File: config.mk
export PLATFORM = sky130hd
export DESIGN_NAME = sonic_board_ctrl
export DESIGN_NICKNAME = d
export VERILOG_FILES = /design/src/common/sonic_board_pkg.sv /design/src/design/link_led.sv /design/src/sfp_ctrl/mgmt_write_decode.sv /design/src/sfp_ctrl/sfp_cage.sv /design/src/sfp_ctrl/status_word_assemble.sv /design/src/design/sonic_board_ctrl.sv
export SDC_FILE = /design/constraint.sdc
export NUM_CORES = 1
export LEC_CHECK = 0
export ABC_AREA = 1
export BUFFER_PORTS_ARGS = -buffer_cell sky130_fd_sc_hd__buf_2
export CAP_MARGIN = 30
export CORE_ASPECT_RATIO = 1.75
export CORE_MARGIN = 4
export CORE_UTILIZATION = 48
export DETAILED_ROUTE_END_ITERATION = 12
export GPL_TIMING_DRIVEN = 0
export PLACE_DENSITY_LB_ADDON = 0.1
export RECOVER_POWER = 50
export SLEW_MARGIN = 20
export SYNTH_ARGS = -nofsm -noshare
export SYNTH_HDL_FRONTEND = slang
export SYNTH_SLANG_ARGS = --single-unit
File: constraint.sdc
create_clock -name clk_out_buf -period 3.25 [get_ports clk_out_buf]
set_input_delay 0.975 -clock clk_out_buf [delete_from_list [all_inputs] [get_ports clk_out_buf]]
set_output_delay 0.975 -clock clk_out_buf [all_outputs]
set_load 0.05 [all_outputs]
File: src/common/sonic_board_pkg.sv
`default_nettype none

package sonic_board_pkg;

  // management and link status widths
  localparam int MGMT_W  = 32;
  localparam int LTSSM_W = 5;
  localparam int LANE_W  = 4;
  localparam int LINK_W  = LANE_W + LTSSM_W;

  // ltssm codes seen on the hard ip test bus
  localparam logic [LTSSM_W-1:0] LTSSM_COMPLIANCE = 5'd3;  // polling.compliance
  localparam logic [LTSSM_W-1:0] LTSSM_L0         = 5'd15;

  // control word, one bit per cage in each field
  localparam int PHY_RST_BIT  = 0;  // read-only
  localparam int RATE_SEL_LSB = 1;

  function automatic int tx_dis_lsb(input int num_sfp);
    return RATE_SEL_LSB + num_sfp;
  endfunction

  function automatic int prwdn_lsb(input int num_sfp);
    return RATE_SEL_LSB + 2 * num_sfp;
  endfunction

  // status word 0 adds the cage pins above the control mirror
  function automatic int tx_fault_lsb(input int num_sfp);
    return RATE_SEL_LSB + 3 * num_sfp;
  endfunction

  function automatic int mod_abs_lsb(input int num_sfp);
    return RATE_SEL_LSB + 4 * num_sfp;
  endfunction

  function automatic int stat_used_w(input int num_sfp);
    return mod_abs_lsb(num_sfp) + num_sfp;  // bits above this read zero
  endfunction

  // link status word, raw for read-back and split for the leds
  typedef union packed {
    logic [LINK_W-1:0] raw;
    struct packed {
      logic [LANE_W-1:0]  lane_active;
      logic [LTSSM_W-1:0] ltssm;
    } fields;
  } link_status_u;

endpackage

`default_nettype wire

File: src/design/link_led.sv
`timescale 1ns/1ns
`default_nettype none

module link_led
  import sonic_board_pkg::*;
#(
  parameter int ALIVE_CNT_W = 26
) (
  input  wire               clk_out_buf,
  input  wire               any_rstn_rr,
  input  wire  [LINK_W-1:0] link_status,
  input  wire               gen2_speed,
  output logic              alive_led,
  output logic              comp_led,
  output logic              l0_led,
  output logic              gen2_led,
  output logic [LANE_W-1:0] lane_active_led,
  output logic [LINK_W-1:0] link_word
);

  link_status_u           ls;
  logic [ALIVE_CNT_W-1:0] alive_cnt;

  assign ls = link_status;

  // free running blinker, top bit toggles every 2^(W-1) cycles
  always_ff @(posedge clk_out_buf or negedge any_rstn_rr)
  begin
    if (!any_rstn_rr)
    begin
      alive_cnt <= '0;
      alive_led <= 1'b0;
    end
    else
    begin
      alive_cnt <= alive_cnt + 1'b1;
      alive_led <= alive_cnt[ALIVE_CNT_W-1];
    end
  end

  // ltssm decode and lane leds
  always_ff @(posedge clk_out_buf or negedge any_rstn_rr)
  begin
    if (!any_rstn_rr)
    begin
      comp_led        <= 1'b0;
      l0_led          <= 1'b0;
      lane_active_led <= '0;
      gen2_led        <= 1'b0;
      link_word       <= '0;
    end
    else
    begin
      comp_led        <= (ls.fields.ltssm == LTSSM_COMPLIANCE);
      l0_led          <= (ls.fields.ltssm == LTSSM_L0);
      lane_active_led <= ls.fields.lane_active;
      gen2_led        <= gen2_speed;
      link_word       <= ls.raw;  // goes to read-back word 1
    end
  end

  // compliance and L0 are exclusive link states
  a_led_exclusive: assert property (@(posedge clk_out_buf) disable iff (!any_rstn_rr)
    !(comp_led && l0_led));

endmodule

`default_nettype wire

File: src/sfp_ctrl/mgmt_write_decode.sv
`timescale 1ns/1ns
`default_nettype none

module mgmt_write_decode
  import sonic_board_pkg::*;
#(
  parameter int NUM_SFP = 2
) (
  input  wire                clk_out_buf,
  input  wire                any_rstn_rr,
  input  wire                mgmt_write,
  input  wire  [MGMT_W-1:0]  mgmt_wdata,
  output logic [NUM_SFP-1:0] cage_wr,
  output logic [NUM_SFP-1:0] rate_sel_in,
  output logic [NUM_SFP-1:0] tx_disable_in,
  output logic [NUM_SFP-1:0] prwdn_in
);

  logic wr_q;

  // strobe stage
  always_ff @(posedge clk_out_buf or negedge any_rstn_rr)
  begin
    if (!any_rstn_rr)
      wr_q <= 1'b0;
    else
      wr_q <= mgmt_write;
  end

  // field capture, index i of each field is cage i
  // bit 0 (phy reset) and bits above the layout are dropped
  always_ff @(posedge clk_out_buf)
  begin
    if (mgmt_write)
    begin
      rate_sel_in   <= mgmt_wdata[RATE_SEL_LSB +: NUM_SFP];
      tx_disable_in <= mgmt_wdata[tx_dis_lsb(NUM_SFP) +: NUM_SFP];
      prwdn_in      <= mgmt_wdata[prwdn_lsb(NUM_SFP) +: NUM_SFP];
    end
  end

  assign cage_wr = {NUM_SFP{wr_q}};  // all cages load together

  // an X strobe would corrupt every cage register at once
  a_write_known: assert property (@(posedge clk_out_buf) disable iff (!any_rstn_rr)
    !$isunknown(mgmt_write));

endmodule

`default_nettype wire

File: src/sfp_ctrl/sfp_cage.sv
`timescale 1ns/1ns
`default_nettype none

module sfp_cage (
  input  wire  clk_out_buf,
  input  wire  any_rstn_rr,
  input  wire  cage_wr,
  input  wire  rate_sel_in,
  input  wire  tx_disable_in,
  input  wire  prwdn_in,
  input  wire  tx_fault,     // async from the cage
  input  wire  mod_abs,      // async, high when no module
  output logic rate_sel,     // high for > 4.25 GBd
  output logic tx_disable,
  output logic lane_prwdn,
  output logic tx_fault_sync,
  output logic mod_abs_sync
);

  logic tx_fault_meta;
  logic mod_abs_meta;

  // cage control register
  always_ff @(posedge clk_out_buf or negedge any_rstn_rr)
  begin
    if (!any_rstn_rr)
    begin
      rate_sel   <= 1'b0;
      tx_disable <= 1'b0;
      lane_prwdn <= 1'b0;
    end
    else if (cage_wr)
    begin
      rate_sel   <= rate_sel_in;
      tx_disable <= tx_disable_in;
      lane_prwdn <= prwdn_in;
    end
  end

  // two flop synchronizers for the cage pins
  always_ff @(posedge clk_out_buf or negedge any_rstn_rr)
  begin
    if (!any_rstn_rr)
    begin
      tx_fault_meta <= 1'b0;
      mod_abs_meta  <= 1'b0;
      tx_fault_sync <= 1'b0;
      mod_abs_sync  <= 1'b0;
    end
    else
    begin
      tx_fault_meta <= tx_fault;
      mod_abs_meta  <= mod_abs;
      tx_fault_sync <= tx_fault_meta;
      mod_abs_sync  <= mod_abs_meta;
    end
  end

endmodule

`default_nettype wire

File: src/sfp_ctrl/status_word_assemble.sv
`timescale 1ns/1ns
`default_nettype none

module status_word_assemble
  import sonic_board_pkg::*;
#(
  parameter int NUM_SFP = 2
) (
  input  wire                clk_out_buf,
  input  wire                any_rstn_rr,
  input  wire                phy_reset_n,
  input  wire  [NUM_SFP-1:0] rate_sel,
  input  wire  [NUM_SFP-1:0] tx_disable,
  input  wire  [NUM_SFP-1:0] lane_prwdn,
  input  wire  [NUM_SFP-1:0] tx_fault_sync,
  input  wire  [NUM_SFP-1:0] mod_abs_sync,
  input  wire  [LINK_W-1:0]  link_word,
  output logic [MGMT_W-1:0]  mgmt_rdata_0,
  output logic [MGMT_W-1:0]  mgmt_rdata_1
);

  link_status_u      lw;
  logic [MGMT_W-1:0] word0_d;
  logic [MGMT_W-1:0] word1_d;

  assign lw = link_word;

  // word 0 mirrors the control layout, then the cage pins
  always_comb
  begin
    word0_d = '0;
    word0_d[PHY_RST_BIT]                           = phy_reset_n;
    word0_d[RATE_SEL_LSB +: NUM_SFP]               = rate_sel;
    word0_d[tx_dis_lsb(NUM_SFP) +: NUM_SFP]        = tx_disable;
    word0_d[prwdn_lsb(NUM_SFP) +: NUM_SFP]         = lane_prwdn;
    word0_d[tx_fault_lsb(NUM_SFP) +: NUM_SFP]      = tx_fault_sync;
    word0_d[mod_abs_lsb(NUM_SFP) +: NUM_SFP]       = mod_abs_sync;
  end

  always_comb
  begin
    word1_d             = '0;
    word1_d[LINK_W-1:0] = lw.raw;  // ltssm low, lanes above
  end

  always_ff @(posedge clk_out_buf or negedge any_rstn_rr)
  begin
    if (!any_rstn_rr)
    begin
      mgmt_rdata_0 <= '0;
      mgmt_rdata_1 <= '0;
    end
    else
    begin
      mgmt_rdata_0 <= word0_d;
      mgmt_rdata_1 <= word1_d;
    end
  end

  // software reads these bits as reserved zero
  a_upper_zero: assert property (@(posedge clk_out_buf) disable iff (!any_rstn_rr)
    ((mgmt_rdata_0 >> stat_used_w(NUM_SFP)) == '0) && ((mgmt_rdata_1 >> LINK_W) == '0));

endmodule

`default_nettype wire

File: src/design/sonic_board_ctrl.sv
`timescale 1ns/1ns
`default_nettype none

module sonic_board_ctrl
  import sonic_board_pkg::*;
#(
  parameter int NUM_SFP     = 2,
  parameter int ALIVE_CNT_W = 26
) (
  input  wire                clk_out_buf,
  input  wire                pcie_rstn,
  input  wire                local_rstn_ext,
  input  wire                gen2_speed,
  input  wire  [LINK_W-1:0]  link_status,
  input  wire  [NUM_SFP-1:0] sfp_tx_fault,
  input  wire  [NUM_SFP-1:0] sfp_mod_abs,
  input  wire                mgmt_write,
  input  wire  [MGMT_W-1:0]  mgmt_wdata,
  output logic               phy_reset_n,
  output logic               alive_led,
  output logic               comp_led,
  output logic               l0_led,
  output logic               gen2_led,
  output logic [LANE_W-1:0]  lane_active_led,
  output logic [NUM_SFP-1:0] sfp_rate_sel,
  output logic [NUM_SFP-1:0] sfp_tx_disable,
  output logic [NUM_SFP-1:0] lane_prwdn,
  output logic [MGMT_W-1:0]  mgmt_rdata_0,
  output logic [MGMT_W-1:0]  mgmt_rdata_1
);

  logic               any_rstn;
  logic               any_rstn_r;
  logic               any_rstn_rr;
  logic [NUM_SFP-1:0] cage_wr;
  logic [NUM_SFP-1:0] rate_sel_in;
  logic [NUM_SFP-1:0] tx_disable_in;
  logic [NUM_SFP-1:0] prwdn_in;
  logic [NUM_SFP-1:0] tx_fault_sync;
  logic [NUM_SFP-1:0] mod_abs_sync;
  logic [LINK_W-1:0]  link_word;

  // the whole status layout has to fit one management word
  if (NUM_SFP < 1 || stat_used_w(NUM_SFP) > MGMT_W)
  begin : g_bad_num_sfp
    $error("NUM_SFP does not fit the status word layout");
  end

  assign phy_reset_n = local_rstn_ext;  // straight to the phy pin
  assign any_rstn    = pcie_rstn & local_rstn_ext;

  // reset synchronizer, async assert and two edge release
  always_ff @(posedge clk_out_buf or negedge any_rstn)
  begin
    if (!any_rstn)
    begin
      any_rstn_r  <= 1'b0;
      any_rstn_rr <= 1'b0;
    end
    else
    begin
      any_rstn_r  <= 1'b1;
      any_rstn_rr <= any_rstn_r;
    end
  end

  a_rst_held: assert property (@(posedge clk_out_buf)
    !(pcie_rstn && local_rstn_ext) |-> !any_rstn_rr);

  link_led #(
    .ALIVE_CNT_W (ALIVE_CNT_W)
  ) u_link_led (
    .clk_out_buf     (clk_out_buf),
    .any_rstn_rr     (any_rstn_rr),
    .link_status     (link_status),
    .gen2_speed      (gen2_speed),
    .alive_led       (alive_led),
    .comp_led        (comp_led),
    .l0_led          (l0_led),
    .gen2_led        (gen2_led),
    .lane_active_led (lane_active_led),
    .link_word       (link_word)
  );

  mgmt_write_decode #(
    .NUM_SFP (NUM_SFP)
  ) u_write_decode (
    .clk_out_buf   (clk_out_buf),
    .any_rstn_rr   (any_rstn_rr),
    .mgmt_write    (mgmt_write),
    .mgmt_wdata    (mgmt_wdata),
    .cage_wr       (cage_wr),
    .rate_sel_in   (rate_sel_in),
    .tx_disable_in (tx_disable_in),
    .prwdn_in      (prwdn_in)
  );

  // one control block per sfp+ cage
  for (genvar i = 0; i < NUM_SFP; i++)
  begin : g_cage
    sfp_cage u_cage (
      .clk_out_buf   (clk_out_buf),
      .any_rstn_rr   (any_rstn_rr),
      .cage_wr       (cage_wr[i]),
      .rate_sel_in   (rate_sel_in[i]),
      .tx_disable_in (tx_disable_in[i]),
      .prwdn_in      (prwdn_in[i]),
      .tx_fault      (sfp_tx_fault[i]),
      .mod_abs       (sfp_mod_abs[i]),
      .rate_sel      (sfp_rate_sel[i]),
      .tx_disable    (sfp_tx_disable[i]),
      .lane_prwdn    (lane_prwdn[i]),
      .tx_fault_sync (tx_fault_sync[i]),
      .mod_abs_sync  (mod_abs_sync[i])
    );
  end

  status_word_assemble #(
    .NUM_SFP (NUM_SFP)
  ) u_status (
    .clk_out_buf   (clk_out_buf),
    .any_rstn_rr   (any_rstn_rr),
    .phy_reset_n   (phy_reset_n),
    .rate_sel      (sfp_rate_sel),
    .tx_disable    (sfp_tx_disable),
    .lane_prwdn    (lane_prwdn),
    .tx_fault_sync (tx_fault_sync),
    .mod_abs_sync  (mod_abs_sync),
    .link_word     (link_word),
    .mgmt_rdata_0  (mgmt_rdata_0),
    .mgmt_rdata_1  (mgmt_rdata_1)
  );

endmodule

`default_nettype wire

==> results of run 1 <==
-- cell usage in the layout, fill, tap and decap left out --
master / n
sky130_fd_sc_hd__ha_1: 1
sky130_fd_sc_hd__bufinv_16: 1
sky130_fd_sc_hd__dfrtp_1: 76
sky130_fd_sc_hd__clkinv_4: 1
sky130_fd_sc_hd__mux2_2: 6
sky130_fd_sc_hd__nor2_2: 6
sky130_fd_sc_hd__nand3b_1: 7
sky130_fd_sc_hd__xor2_1: 8
sky130_fd_sc_hd__clkbuf_2: 1
sky130_fd_sc_hd__nand3_1: 8
sky130_fd_sc_hd__and2_1: 1
sky130_fd_sc_hd__clkbuf_1: 6
sky130_fd_sc_hd__xnor2_1: 7
sky130_fd_sc_hd__nor2_4: 3
sky130_fd_sc_hd__clkbuf_8: 2
sky130_fd_sc_hd__edfxtp_1: 6
sky130_fd_sc_hd__nor3_1: 1
sky130_fd_sc_hd__buf_2: 54
sky130_fd_sc_hd__nand2_2: 4
sky130_fd_sc_hd__conb_1: 45
sky130_fd_sc_hd__buf_4: 55
sky130_fd_sc_hd__inv_1: 9
sky130_fd_sc_hd__clkbuf_16: 9
sky130_fd_sc_hd__nand2_1: 60
sky130_fd_sc_hd__nor2_1: 22
-- stage by stage --
step,instances,utilization
after floorplan,326,-
after global placement,466,0.579
after detailed placement,467,0.584
after CTS,481,0.628
after global routing,481,0.624
final,481,0.624
-- final cells by class --
class	instances	area, um2	share of cell area
tap	82	103	0.0250
timing repair buffer	59	290	0.0706
inverter	9	33.8	0.00822
multi-input combinational	179	888	0.216
clock buffer	12	256	0.0624
buffer	56	417	0.101
clock inverter	2	38.8	0.00944
sequential	82	2080	0.507
-- registers in the layout (all words and copies together), names as in the netlist --
name	count
u_link_led.alive_led	1
g_cage.u_cage.lane_prwdn	2
u_write_decode.rate_sel_in	2
u_write_decode.wr_q	1
u_write_decode.prwdn_in	2
any_rstn_rr	1
u_link_led.alive_cnt	26
any_rstn_r	1
u_link_led.lane_active_led	1
u_status.mgmt_rdata_0	11
u_link_led.l0_led	1
u_status.mgmt_rdata_1	9
u_link_led.gen2_led	1
g_cage.u_cage.tx_disable	2
g_cage.u_cage.tx_fault_meta	2
g_cage.u_cage.mod_abs_meta	2
u_link_led.link_word	8
g_cage.u_cage.tx_fault_sync	2
g_cage.u_cage.rate_sel	2
u_link_led.comp_led	1
g_cage.u_cage.mod_abs_sync	2
u_write_decode.tx_disable_in	2
-- worst max path at each step --
stage               slack (ns)  cells after the start                          end           start
global route              0.61                      1     u_link_led.alive_cnt[18]     any_rstn_rr
floorplan                 0.98                      0  g_cage[0].u_cage.lane_prwdn     any_rstn_rr
CTS                       0.86                      3                  phy_reset_n  local_rstn_ext
finish                    0.83                      3                  phy_reset_n  local_rstn_ext
detailed placement        0.86                      3                  phy_reset_n  local_rstn_ext
global placement          0.22                      0     u_link_led.alive_cnt[18]     any_rstn_rr
-- worst max-delay path: stages --
cell	delay, ns
sky130_fd_sc_hd__clkbuf_1	0.11
sky130_fd_sc_hd__buf_4	0.11
sky130_fd_sc_hd__buf_2	0.25
-- cells by family after synthesis --
logic type	Yosys count	synth area share
AND/OR/NAND/NOR	112	0.156
XOR/XNOR	15	0.0403
flip-flops	82	0.639
other	2	0.00230
multiplexers	6	0.0207
buffers and inverters	65	0.138
adder cells (fa/ha/maj)	1	0.00384
-- per-layer routing --
metal | vias to the layer above | wire length (um) | GRT usage
met5 | - | 0 | 0
met4 | 0 | 125 | 0.0780
met3 | 7 | 324 | 0.0530
met2 | 54 | 2970 | 0.243
met1 | 940 | 1790 | 0.144
li1 | 1014 | - | -
-- power breakdown --
part / leakage [nW] / internal, W / total [W] / switching [W]
Clock: 0.145 / 0.000629 / 0.000980 / 0.000351
Sequential: 1.00 / 0.00108 / 0.00110 / 0.0000222
Combinational: 0.944 / 0.0000904 / 0.000360 / 0.000270
==> results_dict.tcl, run 1 <==
set metrics [dict create \
    synth-edff-count 6 \
    worst_hold_startpoint "g_cage[1].u_cage.tx_fault_sync" \
    async_s_r_ff_share_synth 0.927 \
    syn_avg_cell_area_um2 11.5 \
    cts.hold.buffers_added 0 \
    cts_num_sinks 82 \
    routed_wire_per_std_cell_um 10.8 \
    ys.warnings.count 0 \
    setup_tns_ns 0 \
    drt_wl_total_um 5210 \
    grt_setup_unrepaired "false" \
    run_status "completed" \
    worst_slack_ns 0.826 \
    post-cts-setup-buffers 0 \
    dpl_worst_slack_ns 0.863 \
    cts_buffer_count 9 \
    detailedRoute.firstPassIterationCount 4 \
    cp.arrival_ns 1.45 \
    cts_htree_levels 3 \
    postSynthRegisterBits 82 \
    antenna-diode-count 0 \
    synth.area.top_cells "sky130_fd_sc_hd__dfrtp_1 (58%), sky130_fd_sc_hd__buf_4 (13%), sky130_fd_sc_hd__nand2_1 (6.9%)" \
    worstSkewPairLatency_ns 0.33 \
    seq_area_frac_synth 0.639 \
    synth_cells 283 \
    worst_hold_path.num_cells 0 \
    die_width_um 70.3 \
    tritoncts_clock_tree "done" \
    postSynth.topFlopCell "sky130_fd_sc_hd__dfrtp_1" \
    ioPinCount 129 \
    vias 2015 \
    maxClockFrequency_ghz 0.413 \
    timing.final.setup_violations 0 \
    grt_pass1_wl_um 8670 \
    route.detailed.drc 0 \
    final.setup_skew_ns 0.00379 \
    cts.reportedPaths.clkPinSlew_ns 0.05 \
    start_util 0.495 \
    distinct_cell_type_count_of_the_synthesized_netlist 20 \
    die_area_um2 8220 \
    ant_nets 0 \
    cp_max_fo 3 \
    drv_cap 0 \
    slew_viol_final 0 \
    layout-area-overhead-vs-synth_pct 26.1 \
    antenna_found_initial 0 \
    regToRegSetupSlack_ns 1.15 \
    p_leak_nw 2.09 \
    p_total_w 0.00244 \
    cts-root-to-sink-buffers 2 \
    min-delay-path-class "flip-flop to flip-flop" \
    fillCellCount 579 \
    globalRouteTotalUtil 0.140 \
    via_count_of_the_first_global_routing_pass 1965 \
    place_congestion 0.827 \
    timing.critical_path.required_ns 2.27 \
    start_kind "input pin" \
    dpl_wire_length_um 3940 \
    grt_overflow 0 \
    num_rows 39 \
    dpl_cell_area_um2 3840 \
    power_per_cell_area_nw_per_um2 594 \
    fin_crit_sh 0.746 \
    core_um2 6590 \
    timing.hold.ws_ns 0.346 \
    port-buffer-count 58 \
    cp-end-kind "output port" \
    via_per_inst 4.19 \
    vdd_ir_drop_max_mv 0.526 \
    rr_startpoint "any_rstn_rr" \
    rr_endpoint "u_link_led.alive_cnt[21]" \
    final_design_area_excluding_fillers_um2 4110 \
    syn-cell-area_um2 3260 \
    worst_r2r_path_depth 1 \
    fin_nets 447 \
    finalWorstPathRequiredPeriod_ns 2.42 \
    clock-root-buffer "sky130_fd_sc_hd__clkbuf_16" \
    post_cts_resized 0 \
    synth_top_cell_by_area "sky130_fd_sc_hd__dfrtp_1" \
    timing.setup.critical_path_class "input pin to output port" \
    final_number_of_hold_violating_endpoints 0 \
    timing_worst_slew_pin_value_ns 1.14 \
    layout-drive-gt1-share 0.356 \
    grt_max_degree 45 \
    synth.most_common_cell "sky130_fd_sc_hd__dfrtp_1" \
    timing.max_slew.rel_slack 0.238 \
    fp.dieH_um 117 \
    worstHoldEndpoint "u_status.mgmt_rdata_0[8]" \
    detail_route.iter0.violations 107 \
    ys_top_cells_by_count "sky130_fd_sc_hd__dfrtp_1 (76), sky130_fd_sc_hd__nand2_1 (60), sky130_fd_sc_hd__buf_4 (55), sky130_fd_sc_hd__nor2_1 (22)" \
    yosysTopAreaCellShare 0.583 \
]
Note: power is estimated with default switching activity, not from simulation.
==> run 2: changes to the inputs <==
==> constraint.sdc (replaced) <==
create_clock -name clk_out_buf -period 2.5 [get_ports clk_out_buf]
set_input_delay 0.75 -clock clk_out_buf [delete_from_list [all_inputs] [get_ports clk_out_buf]]
set_output_delay 0.75 -clock clk_out_buf [all_outputs]
set_load 0.05 [all_outputs]
==> results_dict.tcl, run 2 (same netlist as run 1, synthesis figures left out) <==
set metrics [dict create \
    timing_worst_slew_pin_value_ns 1.24 \
    timing.setup.critical_path_class "input pin to output port" \
    drt_wl_total_um 5210 \
    final.setup_skew_ns 0.00378 \
    port-buffer-count 58 \
    cts.reportedPaths.clkPinSlew_ns 0.05 \
    cp.arrival_ns 1.22 \
    timing.max_slew.rel_slack 0.170 \
    tritoncts_clock_tree "done" \
    core_um2 6590 \
    antenna_found_initial 0 \
    place_congestion 0.827 \
    via_count_of_the_first_global_routing_pass 1965 \
    timing.critical_path.required_ns 1.75 \
    dpl_wire_length_um 3940 \
    layout.cells.most_common "sky130_fd_sc_hd__dfrtp_1" \
    cts_num_sinks 82 \
    worst_r2r_path_depth 5 \
    worst_slack_ns 0.526 \
    fp.dieH_um 117 \
    fin_crit_sh 0.790 \
    cts.hold.buffers_added 0 \
    cp_max_fo 3 \
    die_area_um2 8220 \
    start_util 0.495 \
    post_cts_resized 0 \
    grt_max_degree 45 \
    slew_viol_final 0 \
    critical_path.max_stage_delay_ns 0.25 \
    final_number_of_hold_violating_endpoints 0 \
    finalCoreUtilization 0.627 \
    largest_register_ffs 26 \
    globalRouteTotalUtil 0.140 \
    vdd_ir_drop_max_mv 0.685 \
    maxClockFrequency_ghz 0.507 \
    buf_inv_on_cp 3 \
    route.detailed.drc 0 \
    vias 2012 \
    grt_pass1_wl_um 8670 \
    layout.cells.most_common_list "sky130_fd_sc_hd__dfrtp_1 (76), sky130_fd_sc_hd__nand2_1 (60), sky130_fd_sc_hd__buf_4 (55)" \
    start_kind "input pin" \
    regToRegSetupSlack_ns 1.00 \
    worstPathCellList "clkbuf_1 > buf_4 > buf_2" \
    final_design_area_excluding_fillers_um2 4130 \
    p_total_w 0.00318 \
    routed_wire_per_std_cell_um 10.8 \
    cts_buffer_count 9 \
    finalWorstPathRequiredPeriod_ns 1.97 \
    timing.final.setup_violations 0 \
    layout-area-overhead-vs-synth_pct 26.8 \
    critical-path-slowest-cell "sky130_fd_sc_hd__buf_2" \
    dpl_cell_area_um2 3840 \
    layout_top_registers "u_link_led.alive_cnt x26, u_status.mgmt_rdata_0 x11, u_status.mgmt_rdata_1 x9" \
    grt_setup_unrepaired "false" \
    grt_overflow 0 \
    ioPinCount 129 \
    via_per_inst 4.18 \
    detail_route.iter0.violations 108 \
    cts_htree_levels 3 \
    drv_cap 0 \
    timing.critical_path.max_delay_family "buffers and inverters" \
    rr_endpoint "u_link_led.alive_cnt[14]" \
    power_per_cell_area_nw_per_um2 770 \
    dpl_worst_slack_ns 0.563 \
    detailedRoute.firstPassIterationCount 4 \
    clock-root-buffer "sky130_fd_sc_hd__clkbuf_16" \
    cts-root-to-sink-buffers 2 \
    die_width_um 70.3 \
    rr_startpoint "u_link_led.alive_cnt[0]" \
    num_rows 39 \
    p_leak_nw 2.10 \
    post-cts-setup-buffers 0 \
    min-delay-path-class "input pin to asynchronous set/reset pin" \
    ant_nets 0 \
    antenna-diode-count 0 \
    largest_register "u_link_led.alive_cnt" \
    fin_nets 447 \
    worstSkewPairLatency_ns 0.33 \
    run_status "completed" \
    layout-drive-gt1-share 0.356 \
    cp-end-kind "output port" \
]
[run 2: cell types whose count changed in the layout (fill, tap and decap cells not counted)]
cell	delta
sky130_fd_sc_hd__buf_16	+1
sky130_fd_sc_hd__clkbuf_2	-1
[run 2: cell type report]
class / count / area, um2
buffer: 56 / 417
clock buffer: 12 / 256
clock inverter: 2 / 38.8
fill: 576 / 2460
inverter: 9 / 33.8
multi-input combinational: 179 / 888
sequential: 82 / 2080
tap: 82 / 103
timing repair buffer: 59 / 313
[run 2: per-stage QoR]
| step | hold WS, ns | TNS, ns | std cells |
|---|---|---|---|
| after floorplan | 0.331 | 0 | 326 |
| after CTS | 0.288 | 0 | 481 |
| after global routing | 0.316 | 0 | 481 |
| final | 0.307 | 0 | 481 |
| after detailed placement | 0.281 | 0 | 467 |
| after global placement | 0.332 | -39.27 | 466 |
[run 2: worst max path at each step]
stage	from	to	cells past startpoint
2_1_floorplan	any_rstn_rr	g_cage[0].u_cage.lane_prwdn	0
3_3_place_gp	any_rstn_rr	u_link_led.alive_cnt[18]	0
3_5_place_dp	local_rstn_ext	phy_reset_n	3
4_1_cts	local_rstn_ext	phy_reset_n	3
5_1_grt	local_rstn_ext	phy_reset_n	3
6_report	local_rstn_ext	phy_reset_n	3
[run 2: report_power, final]
group          switching, W  total (W)  internal (W)
sequential        0.0000296    0.00143       0.00140
clock              0.000457    0.00127      0.000817
combinational      0.000351   0.000472      0.000122
total              0.000838    0.00318       0.00234
[run 2: tightest hold or removal path, stage by stage]
cell and delay, ns:
sky130_fd_sc_hd__buf_2 0.08, sky130_fd_sc_hd__nand2_1 0.05, sky130_fd_sc_hd__inv_1 0.09
[run 2: metal layers]
| metal | wire length (um) | track usage |
|---|---|---|
| met3 | 324 | 0.0530 |
| met2 | 2960 | 0.243 |
| met1 | 1810 | 0.144 |
| met5 | 0 | 0 |
| met4 | 125 | 0.0780 |
